===== config.mk =====
export PLATFORM = sky130hd
export DESIGN_NAME = fp_addsub
export DESIGN_NICKNAME = d
export VERILOG_FILES = /design/src/fp_addsub_pkg.sv /design/src/fp_sequencer.sv /design/src/fp_datapath.sv /design/src/fp_addsub.sv
export SDC_FILE = /design/constraint.sdc
export NUM_CORES = 1
export LEC_CHECK = 0
export BUFFER_PORTS_ARGS = -buffer_cell sky130_fd_sc_hd__buf_2
export CAP_MARGIN = 20
export CORE_ASPECT_RATIO = 1.75
export CORE_MARGIN = 1
export CORE_UTILIZATION = 47
export CTS_CLUSTER_DIAMETER = 80
export DETAILED_ROUTE_END_ITERATION = 7
export GPL_TIMING_DRIVEN = 0
export PLACE_DENSITY = 0.66
export SLEW_MARGIN = 20
export SYNTH_ARGS = -nofsm -noshare
export SYNTH_HDL_FRONTEND = slang
export SYNTH_HIERARCHICAL = 1
export SYNTH_SLANG_ARGS = --single-unit
export TNS_END_PERCENT = 20

===== constraint.sdc =====
create_clock -name clk -period 4.7 [get_ports clk]
set_input_delay 0.705 -clock clk [delete_from_list [all_inputs] [get_ports clk]]
set_output_delay 0.705 -clock clk [all_outputs]
set_load 0.05 [all_outputs]

===== src/fp_addsub_pkg.sv =====
package fp_addsub_pkg;

  localparam int EXP_W = 8;                          // Exponent field width
  localparam int MAN_W = 23;                         // Stored mantissa width
  localparam logic [EXP_W-1:0] EXP_MAX = 8'hff;      // Infinity or NaN exponent

  // One single precision word
  typedef struct packed {
    logic             sign;
    logic [EXP_W-1:0] exp;
    logic [MAN_W-1:0] man;
  } fp_word_t;

  typedef enum logic {
    op_add = 1'b0,
    op_sub = 1'b1
  } fp_op_e;

  // Exactly one bit set per operand
  typedef struct packed {
    logic zero;
    logic subnormal;
    logic normal;
    logic inf;
    logic nan;
  } operand_class_t;

  typedef enum logic [2:0] {
    st_idle,
    st_wait_input,
    st_decide,
    st_add,
    st_sub,
    st_normalize,
    st_done,
    st_hold
  } seq_state_e;

  typedef enum logic [2:0] {
    sel_zero,
    sel_a,
    sel_b,
    sel_neg_b,
    sel_arith,                                       // Working sign, exponent and mantissa
    sel_inf,
    sel_nan
  } result_sel_e;

  typedef struct packed {
    logic        load_ops;                           // Capture a, b and op
    logic        arith_sub;                          // Absolute difference instead of sum
    logic        arith_go;                           // Load working registers
    logic        shift_right;
    logic        shift_left;
    result_sel_e result_sel;
    logic        load_result;
  } dp_ctrl_t;

  typedef struct packed {
    operand_class_t cls_a;
    operand_class_t cls_b;
    logic           exp_equal;
    logic           eff_sub;                         // op ^ sign a ^ sign b
    logic           sub_op;                          // Captured op is a subtract
    logic           sum_bit24;                       // Sum needs a right shift
    logic           diff_zero;
    logic           diff_borrow;                     // Mantissa of B is larger
    logic           man_bit23;                       // Working mantissa is normalized
    logic           exp_is_one;
    logic           exp_overflow;
  } dp_status_t;

endpackage


===== src/fp_sequencer.sv =====
module fp_sequencer (
  input  logic                      clk,
  input  logic                      reset,
  input  logic                      iready,
  input  logic                      rtaken,
  input  fp_addsub_pkg::dp_status_t status,
  output fp_addsub_pkg::dp_ctrl_t   ctrl,
  output logic                      uready,
  output logic                      rready,
  output logic                      nan_out,
  output logic                      inf_out,
  output logic                      error_out
);

  fp_addsub_pkg::seq_state_e  state;
  fp_addsub_pkg::seq_state_e  state_next;
  fp_addsub_pkg::result_sel_e res_sel_q;
  fp_addsub_pkg::result_sel_e res_sel_d;
  fp_addsub_pkg::result_sel_e done_sel;

  logic capture;
  logic same_class;
  logic go_arith;
  logic nan_d;
  logic inf_d;
  logic err_d;
  logic overflow;

  assign capture    = (state == fp_addsub_pkg::st_wait_input) && iready;
  assign same_class = (status.cls_a.normal && status.cls_b.normal) ||
                      (status.cls_a.subnormal && status.cls_b.subnormal);

  // Result rules in priority order
  always_comb
  begin
    res_sel_d = fp_addsub_pkg::sel_zero;
    nan_d     = 1'b0;
    inf_d     = 1'b0;
    err_d     = 1'b0;
    go_arith  = 1'b0;
    if (status.cls_a.nan || status.cls_b.nan || (status.cls_a.inf && status.cls_b.inf))
    begin
      res_sel_d = fp_addsub_pkg::sel_nan;
      nan_d     = 1'b1;
    end
    else if (status.cls_a.inf || status.cls_b.inf)
    begin
      res_sel_d = fp_addsub_pkg::sel_inf;
      inf_d     = 1'b1;
    end
    else if (status.cls_a.zero && status.cls_b.zero)
      res_sel_d = fp_addsub_pkg::sel_zero;
    else if (status.cls_b.zero)
      res_sel_d = fp_addsub_pkg::sel_a;
    else if (status.cls_a.zero)
      res_sel_d = status.sub_op ? fp_addsub_pkg::sel_neg_b : fp_addsub_pkg::sel_b;
    else if (!same_class || !status.exp_equal)
      err_d = 1'b1;                                  // Alignment not supported
    else
    begin
      res_sel_d = fp_addsub_pkg::sel_arith;
      go_arith  = 1'b1;
    end
  end

  // Sum overflowed past the largest exponent
  assign overflow = (res_sel_q == fp_addsub_pkg::sel_arith) && status.exp_overflow;
  assign done_sel = overflow ? fp_addsub_pkg::sel_inf : res_sel_q;

  always_comb
  begin
    state_next = state;
    unique case (state)
      fp_addsub_pkg::st_idle:
        state_next = fp_addsub_pkg::st_wait_input;
      fp_addsub_pkg::st_wait_input:
        if (iready)
          state_next = fp_addsub_pkg::st_decide;
      fp_addsub_pkg::st_decide:
        if (!go_arith)
          state_next = fp_addsub_pkg::st_done;
        else if (status.eff_sub)
          state_next = fp_addsub_pkg::st_sub;
        else
          state_next = fp_addsub_pkg::st_add;
      fp_addsub_pkg::st_add:
        if (status.sum_bit24)
          state_next = fp_addsub_pkg::st_normalize;  // Normals carry into bit 24
        else
          state_next = fp_addsub_pkg::st_done;
      fp_addsub_pkg::st_sub:
        if (status.diff_zero || status.cls_a.subnormal)
          state_next = fp_addsub_pkg::st_done;
        else
          state_next = fp_addsub_pkg::st_normalize;
      fp_addsub_pkg::st_normalize:
        if (!status.eff_sub || status.man_bit23 || status.exp_is_one)
          state_next = fp_addsub_pkg::st_done;
      fp_addsub_pkg::st_done:
        state_next = fp_addsub_pkg::st_hold;
      fp_addsub_pkg::st_hold:
        if (rtaken)
          state_next = fp_addsub_pkg::st_idle;
      default:
        state_next = fp_addsub_pkg::st_idle;
    endcase
  end

  always_ff @(posedge clk or posedge reset)
  begin
    if (reset)
      state <= fp_addsub_pkg::st_idle;
    else
      state <= state_next;
  end

  // Chosen source held until done
  always_ff @(posedge clk or posedge reset)
  begin
    if (reset)
      res_sel_q <= fp_addsub_pkg::sel_zero;
    else if (state == fp_addsub_pkg::st_decide)
      res_sel_q <= res_sel_d;
  end

  always_ff @(posedge clk or posedge reset)
  begin
    if (reset)
    begin
      nan_out   <= 1'b0;
      inf_out   <= 1'b0;
      error_out <= 1'b0;
    end
    else if (capture)
    begin
      nan_out   <= 1'b0;
      inf_out   <= 1'b0;
      error_out <= 1'b0;
    end
    else if (state == fp_addsub_pkg::st_decide)
    begin
      nan_out   <= nan_d;
      inf_out   <= inf_d;
      error_out <= err_d;
    end
    else if ((state == fp_addsub_pkg::st_done) && overflow)
      inf_out <= 1'b1;
  end

  always_comb
  begin
    ctrl            = '0;
    ctrl.result_sel = fp_addsub_pkg::sel_zero;
    unique case (state)
      fp_addsub_pkg::st_wait_input:
        ctrl.load_ops = iready;
      fp_addsub_pkg::st_add:
        ctrl.arith_go = 1'b1;
      fp_addsub_pkg::st_sub:
      begin
        ctrl.arith_go  = 1'b1;
        ctrl.arith_sub = 1'b1;
      end
      fp_addsub_pkg::st_normalize:
      begin
        ctrl.shift_right = !status.eff_sub;          // One step for a sum
        ctrl.shift_left  = status.eff_sub && !status.man_bit23 && !status.exp_is_one;
      end
      fp_addsub_pkg::st_done:
      begin
        ctrl.result_sel  = done_sel;
        ctrl.load_result = 1'b1;
      end
      default:
        ctrl = '0;
    endcase
  end

  assign uready = (state == fp_addsub_pkg::st_wait_input);
  assign rready = (state == fp_addsub_pkg::st_hold);

endmodule


===== src/fp_datapath.sv =====
module fp_datapath (
  input  logic                       clk,
  input  logic                       reset,
  input  fp_addsub_pkg::fp_word_t    a,
  input  fp_addsub_pkg::fp_word_t    b,
  input  fp_addsub_pkg::fp_op_e      op,
  input  fp_addsub_pkg::dp_ctrl_t    ctrl,
  output fp_addsub_pkg::dp_status_t  status,
  output fp_addsub_pkg::fp_word_t    result
);

  localparam int WM_W = fp_addsub_pkg::MAN_W + 2;   // Carry, hidden bit and fraction

  fp_addsub_pkg::fp_word_t       a_q;
  fp_addsub_pkg::fp_word_t       b_q;
  fp_addsub_pkg::fp_op_e         op_q;
  fp_addsub_pkg::operand_class_t cls_a;
  fp_addsub_pkg::operand_class_t cls_b;
  fp_addsub_pkg::fp_word_t       res_d;

  logic [fp_addsub_pkg::MAN_W:0]   ma;
  logic [fp_addsub_pkg::MAN_W:0]   mb;
  logic [WM_W-1:0]                 raw_sum;
  logic [WM_W-1:0]                 raw_diff;
  logic [WM_W-1:0]                 abs_diff;
  logic                            borrow;
  logic                            diff_zero;
  logic [WM_W-1:0]                 wman_q;
  logic [fp_addsub_pkg::EXP_W-1:0] exp_q;
  logic                            sign_q;
  logic                            inf_sign;

  function automatic fp_addsub_pkg::operand_class_t classify(
    input fp_addsub_pkg::fp_word_t w
  );
    fp_addsub_pkg::operand_class_t c;
    logic exp_zero;
    logic exp_ones;
    logic man_zero;
    exp_zero    = (w.exp == '0);
    exp_ones    = (w.exp == fp_addsub_pkg::EXP_MAX);
    man_zero    = (w.man == '0);
    c.zero      = exp_zero && man_zero;
    c.subnormal = exp_zero && !man_zero;
    c.normal    = !exp_zero && !exp_ones;
    c.inf       = exp_ones && man_zero;
    c.nan       = exp_ones && !man_zero;
    return c;
  endfunction

  // Operands held for the whole operation
  always_ff @(posedge clk)
  begin
    if (ctrl.load_ops)
    begin
      a_q  <= a;
      b_q  <= b;
      op_q <= op;
    end
  end

  assign cls_a = classify(a_q);
  assign cls_b = classify(b_q);

  assign ma = {cls_a.normal, a_q.man};                // Hidden bit only for normals
  assign mb = {cls_b.normal, b_q.man};

  assign raw_sum   = {1'b0, ma} + {1'b0, mb};
  assign raw_diff  = {1'b0, ma} - {1'b0, mb};
  assign borrow    = raw_diff[WM_W-1];
  assign abs_diff  = borrow ? ({1'b0, mb} - {1'b0, ma}) : raw_diff;
  assign diff_zero = (ma == mb);

  // Working mantissa, exponent and sign
  always_ff @(posedge clk)
  begin
    if (ctrl.arith_go)
    begin
      if (ctrl.arith_sub)
      begin
        wman_q <= abs_diff;
        sign_q <= diff_zero ? 1'b0 : (a_q.sign ^ borrow);  // +0 on equal mantissas
        exp_q  <= (cls_a.normal && !diff_zero) ? a_q.exp : '0;
      end
      else
      begin
        wman_q <= raw_sum;
        sign_q <= a_q.sign;
        if (cls_a.normal)
          exp_q <= a_q.exp;
        else
          exp_q <= {{(fp_addsub_pkg::EXP_W-1){1'b0}}, raw_sum[fp_addsub_pkg::MAN_W]};
      end
    end
    else if (ctrl.shift_right)
    begin
      wman_q <= wman_q >> 1;
      exp_q  <= exp_q + 1;
    end
    else if (ctrl.shift_left)
    begin
      wman_q <= wman_q << 1;
      exp_q  <= exp_q - 1;
    end
  end

  // Infinity takes the sign of the infinite operand, else the working sign
  always_comb
  begin
    if (cls_a.inf)
      inf_sign = a_q.sign;
    else if (cls_b.inf)
      inf_sign = b_q.sign ^ (op_q == fp_addsub_pkg::op_sub);
    else
      inf_sign = sign_q;
  end

  always_comb
  begin
    res_d = '0;
    unique case (ctrl.result_sel)
      fp_addsub_pkg::sel_zero:
        res_d = '0;
      fp_addsub_pkg::sel_a:
        res_d = a_q;
      fp_addsub_pkg::sel_b:
        res_d = b_q;
      fp_addsub_pkg::sel_neg_b:
      begin
        res_d      = b_q;
        res_d.sign = ~b_q.sign;
      end
      fp_addsub_pkg::sel_arith:
      begin
        res_d.sign = sign_q;
        res_d.exp  = wman_q[fp_addsub_pkg::MAN_W] ? exp_q : '0;  // Stopped at 1 means subnormal
        res_d.man  = wman_q[fp_addsub_pkg::MAN_W-1:0];
      end
      fp_addsub_pkg::sel_inf:
      begin
        res_d.sign = inf_sign;
        res_d.exp  = fp_addsub_pkg::EXP_MAX;
      end
      fp_addsub_pkg::sel_nan:
      begin
        res_d.exp = fp_addsub_pkg::EXP_MAX;
        res_d.man = {1'b1, {(fp_addsub_pkg::MAN_W-1){1'b0}}};  // Quiet NaN
      end
      default:
        res_d = '0;
    endcase
  end

  always_ff @(posedge clk or posedge reset)
  begin
    if (reset)
      result <= '0;
    else if (ctrl.load_result)
      result <= res_d;
  end

  assign status.cls_a        = cls_a;
  assign status.cls_b        = cls_b;
  assign status.exp_equal    = (a_q.exp == b_q.exp);
  assign status.eff_sub      = (op_q == fp_addsub_pkg::op_sub) ^ a_q.sign ^ b_q.sign;
  assign status.sub_op       = (op_q == fp_addsub_pkg::op_sub);
  assign status.sum_bit24    = raw_sum[WM_W-1];
  assign status.diff_zero    = diff_zero;
  assign status.diff_borrow  = borrow;
  assign status.man_bit23    = wman_q[fp_addsub_pkg::MAN_W];
  assign status.exp_is_one   = (exp_q == 1);
  assign status.exp_overflow = (exp_q == fp_addsub_pkg::EXP_MAX);

endmodule


===== src/fp_addsub.sv =====
module fp_addsub (
  input  logic                    clk,
  input  logic                    reset,
  input  fp_addsub_pkg::fp_word_t a,
  input  fp_addsub_pkg::fp_word_t b,
  input  fp_addsub_pkg::fp_op_e   op,
  input  logic                    iready,
  input  logic                    rtaken,
  output fp_addsub_pkg::fp_word_t result,
  output logic                    uready,
  output logic                    rready,
  output logic                    nan_out,
  output logic                    inf_out,
  output logic                    error_out
);

  fp_addsub_pkg::dp_ctrl_t   ctrl;                   // Sequencer to datapath
  fp_addsub_pkg::dp_status_t status;                 // Datapath to sequencer

  fp_sequencer i_fp_sequencer (
    .clk       (clk),
    .reset     (reset),
    .iready    (iready),
    .rtaken    (rtaken),
    .status    (status),
    .ctrl      (ctrl),
    .uready    (uready),
    .rready    (rready),
    .nan_out   (nan_out),
    .inf_out   (inf_out),
    .error_out (error_out)
  );

  fp_datapath i_fp_datapath (
    .clk    (clk),
    .reset  (reset),
    .a      (a),
    .b      (b),
    .op     (op),
    .ctrl   (ctrl),
    .status (status),
    .result (result)
  );

endmodule


# Yosys cells after proc, flatten, opt, wreduce, memory -nomap -nowiden
# Index checks and enable logic that the tools add are counted.
dict set report totals {
  latch_bits 0
  out_inout_bits 37
  mem_count 0
  inputBits 69
  ff_bits 140
  romBits 0
  ramBits 0
}
dict set report op_classes {
  reduce_logical 52
  add_sub_neg 5
  mul 0
  n_eq_ne 23
  n_lt_le_gt_ge 0
  div 0
  muxes 62
  shifts 0
  bitwise_logic 5
}
# op n
set op_table {}
lappend op_table {{two-way mux 25 bit} 5}
lappend op_table {{case mux 23 bit (4 select lines)} 1}
lappend op_table {{two-way mux 8 bit} 7}
lappend op_table {{subtractor 24 x 24 -> 25 bit} 2}
lappend op_table {{logical NOT 23 bit} 2}
lappend op_table {{two-way mux 3 bit} 12}
lappend op_table {{case mux 8 bit (4 select lines)} 1}
lappend op_table {{two-way mux 1 bit} 30}
lappend op_table {{adder 24 x 24 -> 25 bit} 1}
lappend op_table {{== test 24 bit} 1}
lappend op_table {{== test 3 bit (second input constant)} 8}
lappend op_table {{== test 8 bit (second input constant)} 3}
lappend op_table {{case mux 3 bit (8 select lines)} 1}
lappend op_table {{logical AND 1 bit} 20}
lappend op_table {{logical NOT 8 bit} 2}
lappend op_table {{== test 3 x 2 -> 1 bit (second input constant)} 4}
lappend op_table {{logical NOT 1 bit} 12}
lappend op_table {{adder 8 x 1 -> 8 bit (second input constant)} 1}
lappend op_table {{== test 8 x 1 -> 1 bit (second input constant)} 1}
lappend op_table {{== test 8 bit} 1}
lappend op_table {{logical OR 1 bit} 8}
lappend op_table {{subtractor 8 x 1 -> 8 bit (second input constant)} 1}
lappend op_table {{== test 3 x 1 -> 1 bit (second input constant)} 2}
lappend op_table {{two-way mux 2 bit} 3}
lappend op_table {{other kinds (11)} 18}

# Logic depth before layout (Yosys ltp)
dict set report logic_depth {
  depth_word 15
  depth_mapped 14
  ltp_nobuf 13
}

# Modules after synthesis
# Netlist, hierarchy kept.
# mod cells_per_inst area_per_inst_um2 seq_area_each_um2 n_inst
set modules_own_cells {}
lappend modules_own_cells {fp_datapath 1146 10118.5 3773.6 1}
lappend modules_own_cells {fp_sequencer 78 683.2 225.2 1}

# Least setup slack after synthesis
# Ideal clock, no wire load.
dict set report synth_path {
  path_kind {reg2reg}
  from {reg i_fp_datapath/a_q[23] (netlist name)}
  to {reg i_fp_datapath.wman_q[15] (data pin)}
  arrival_time_ps 3123
  setup_time_ps 255
  slack_ps 1322
  t_required_ps 4445
  path_stages_with_launch 13
  period_less_slack_ps 3378
  cell_sequence {edfxtp_1 > nor4_1 > nand2_1 > and2_1 > ha_1 > and4_1 > a221o_1 > a311o_1 > inv_2 > o211ai_1 > and3_1 > or3_1 > a31o_1}
}
# item line
set synth_lines {}
lappend synth_lines {{from (decl)} fp_datapath.sv:14} ;# fp_addsub_pkg::fp_word_t a_q;
lappend synth_lines {{from (signal assigned)} fp_datapath.sv:56} ;# a_q <= a;
lappend synth_lines {{to (signal assigned)} fp_datapath.sv:81} ;# wman_q <= abs_diff;
lappend synth_lines {{to (signal assigned)} fp_datapath.sv:87} ;# wman_q <= raw_sum;
lappend synth_lines {{to (signal assigned)} fp_datapath.sv:97} ;# wman_q <= wman_q >> 1;
lappend synth_lines {{to (decl)} fp_datapath.sv:28} ;# logic [WM_W-1:0] wman_q;

==> results.py <==
metrics = {
    "placement": {
        "placement.io_buffers": 105,
        "dp_hpwl_um": 31700,
        "placed_area_um2": 11700,
        "dp.cells": 1629,
        "dp_slack_ns": 0.441,
        "gp_congestion": 0.982,
    },
    "floorplanning": {
        "die-area_um2": 23600,
        "die_h_um": 203,
        "die_w_um": 117,
        "coreArea_um2": 22700,
        "ioPinCount": 106,
        "rows": 73,
        "start_util_pct": 47.7,
    },
    "sta": {
        "slew_violations": 0,
        "finalSetupViolCount": 0,
        "setup_slack_ns": 0.334,
        "hold_viol_final": 0,
        "worst_pin_slew_ns": 0.971,
        "skew_ns": 0.0116,
        "post-route-min-period_ns": 4.37,
        "relSlewSlack_pct": 34.6,
        "finalHoldWorstSlack_ns": 0.286,
        "setup_tns_ns": 0,
        "fmax_mhz": 229,
        "min_period_over_period_pct": 92.9,
        "grt_setup_unrepaired": "false",
    },
    "logic_synthesis": {
        "syn_nets": 1371,
        "async_reset_ff_share_pct": 29.3,
        "ys_ff_latch": 140,
        "yosys.area.top_type_share_pct": 27.5,
        "synth_top_cells_by_area": "edfxtp_1, dfrtp_1, ha_1",
        "synth-simple-area-share_pct": 17.6,
        "synth_seq_area_share_pct": 37.0,
        "synth_edf_count": 99,
        "synth_fa_ha_area_share_pct": 9.24,
        "synth_top_family_by_area": "compound AO/OA/AOI/OAI gates",
        "syn-cell-area_um2": 10800,
        "yosysTopAreaCell": "edfxtp_1",
        "synth_compound_area_share_pct": 23.4,
        "synth_xor_area_share_pct": 2.59,
        "synthCells": 1224,
        "synth.mux.area_fraction_pct": 2.92,
        "ys_types": 80,
        "avgSynthCellArea_um2": 8.82,
        "yosys_warnings": 6,
        "synthFlopType": "edfxtp_1",
    },
    "layout": {
        "layout-drive-gt1-share_pct": 14.5,
        "final_cells": 1661,
        "fin_area_um2": 12300,
        "nets": 1495,
        "antenna_cells": 0,
        "area_delta_synth_final_pct": 13.7,
        "fin_util_pct": 54.2,
    },
    "critical_path": {
        "crit_top_cell": "and4_1",
        "worst_path_max_delay_cell": "o311ai_0",
        "cp_max_fo": 10,
        "critPathMaxStageDelay_ns": 0.61,
        "cp-start-kind": "flip-flop",
        "cp-startpoint": "i_fp_datapath/a_q[27]",
        "crit_required_ns": 4.89,
        "crit_chain": "nor4_1 -> nand2_1 -> and2_1 -> ha_1 -> and4_1 -> a221o_1 -> a311o_1 -> buf_6 -> o311ai_0 -> and4_1 -> o31ai_2",
        "crit_arrival_ns": 4.56,
        "r2r_start": "i_fp_datapath/a_q[27]",
        "worstSetupEndpointType": "flip-flop",
        "critPathKind": "flip-flop to flip-flop",
    },
    "detailed_routing": {
        "dr.pass1.iters": 5,
        "ant_nets": 0,
        "wirelength_um": 40300,
        "drt-vias-per-instance": 6.29,
        "drtIter0Drc": 940,
        "drc": 0,
        "wl_per_cell_um": 24.3,
        "vias": 10500,
    },
    "pwr": {
        "irDropWorstVdd_uv": 304,
        "power.density_nw_per_um2": 499,
        "finalPower_mw": 6.12,
        "p_leak_nw": 4.98,
    },
    "clocking": {
        "htreeDepth": 4,
        "clkLatencyLatePin_ns": 0.46,
        "cts_buffers": 17,
        "cts_hold_buf": 0,
        "clkTransAtPathRegs_ns": 0.07,
        "cts_resized": 0,
        "cts_tree": "built",
        "cts_buffer_depth": 2,
        "root_buffer": "clkbuf_16",
        "post_cts_buffers": 0,
        "clock_sinks": 140,
    },
    "outcome": {
        "status": "completed",
    },
    "grt": {
        "grt_pass1_vias": 10400,
        "grt_pass1_wl_um": 60600,
        "grt_max_degree": 66,
        "antenna_found_initial": 0,
        "grtUsageTotal_pct": 35.6,
        "overflow": 0,
    },
    "flow_run": {
        "maxCapViolations": 0,
    },
    "hold_path": {
        "hp-class": "primary input to asynchronous set/reset pin",
    },
}
==> report_power, final <==
| group | internal (mW) | leakage [nW] | switching, mW | total [mW] |
|---|---|---|---|---|
| clock network | 0.748 | 0.285 | 0.591 | 1.34 |
| logic | 0.898 | 3.23 | 1.82 | 2.71 |
| registers | 1.78 | 1.46 | 0.290 | 2.07 |
==> cell families after synthesis <==
kind of cell,after synthesis
DFF,140
xor gates and xnor gates,32
buffers and inverters,188
muxes,30
AOI/OAI and AO/OA,389
adders and majority gates,78
and+or+nand+nor,367
==> worst paths after layout <==
path | to | slack (ns) | cells past startpoint
max in group asynchronous | i_fp_datapath/result[6] | 3.85 | 2
worst max register to register | i_fp_datapath/wman_q[21] | 0.33 | 11
min in group clk | i_fp_datapath/b_q[29] | 0.42 | 1
worst min register to register | i_fp_sequencer/error_out | 0.52 | 2
worst max-delay path | i_fp_datapath/wman_q[21] | 0.33 | 11
worst min-delay path | i_fp_sequencer/res_sel_q[0] | 0.29 | 2
==> routing by layer <==
| metal | track usage (%) | share of wire (%) |
|---|---|---|
| met5 | 0 | 0 |
| met4 | 30.4 | 9.9 |
| met3 | 5.43 | 5.3 |
| met2 | 63.5 | 51 |
| met1 | 34.8 | 33 |
==> cell type report <==
type	instances	area, µm²
plain buffers	76	364
clock buffers	20	479
clock inverters	12	95.1
fillers	2243	10400
inverters	112	420
multi-input cells	896	6020
flip-flops and latches	140	4000
well taps	300	375
repair buffers	105	526
==> Yosys cell counts (9+ instances only) <==
master      n
xnor2_1    25
o31ai_1     9
o21bai_1    9
a22oi_1    24
o21a_1      9
nor3_1     19
or3_1      16
nand3_1    29
buf_2      12
dfrtp_1    41
a211oi_1   13
mux2_2     12
ha_1       75
a21o_1     10
edfxtp_1   99
o21ai_0    73
inv_1     111
nand4_1    22
and2_1      9
nand2_1    73
nor4_1     19
o211ai_1   20
nor2_1    103
clkbuf_1   49
o22ai_1    39
a21oi_1   100
a31oi_1    14
nor2b_1    20
mux2i_1    18
nand2b_1   15
==> worst max-delay path, delay by kind of cell (launching register included) <==
kind / cells / cell delay [ns]
AOI/OAI and AO/OA: 4 / 1.49
DFF: 1 / 0.51
and+or+nand+nor: 5 / 1.61
buffers and inverters: 1 / 0.17
adders and majority gates: 1 / 0.31
==> flip-flops by register name, summed over array words and instances (netlist names) <==
name	count
i_fp_sequencer/inf_out	1
i_fp_datapath/sign_q	1
i_fp_sequencer/res_sel_q	3
i_fp_datapath/op_q	1
i_fp_sequencer/nan_out	1
i_fp_datapath/wman_q	25
i_fp_datapath/exp_q	8
i_fp_sequencer/state	3
i_fp_sequencer/error_out	1
i_fp_datapath/result	32
i_fp_datapath/b_q	32
i_fp_datapath/a_q	32
==> placed cells by master, fill, tap and decap left out, drive strengths merged, types with 8 or more instances in the layout <==
| master | count |
|---|---|
| and2 | 9 |
| a21o | 10 |
| nor4 | 20 |
| o21a | 9 |
| nor2 | 103 |
| o21ai | 78 |
| nand3 | 29 |
| edfxtp | 99 |
| xnor2 | 25 |
| o311ai | 8 |
| nand2 | 73 |
| nand2b | 15 |
| a22oi | 24 |
| or3 | 16 |
| and3 | 8 |
| o22ai | 39 |
| mux2 | 12 |
| ha | 75 |
| o211ai | 20 |
| a21oi | 101 |
| a31oi | 14 |
| nand4 | 22 |
| mux2i | 18 |
| inv | 120 |
| o21bai | 9 |
| clkbuf | 69 |
| o31ai | 12 |
| buf | 132 |
| nor3 | 20 |
| a211oi | 13 |
| dfrtp | 41 |
| nor2b | 21 |
No activity file was read; power rests on OpenSTA's default activity.
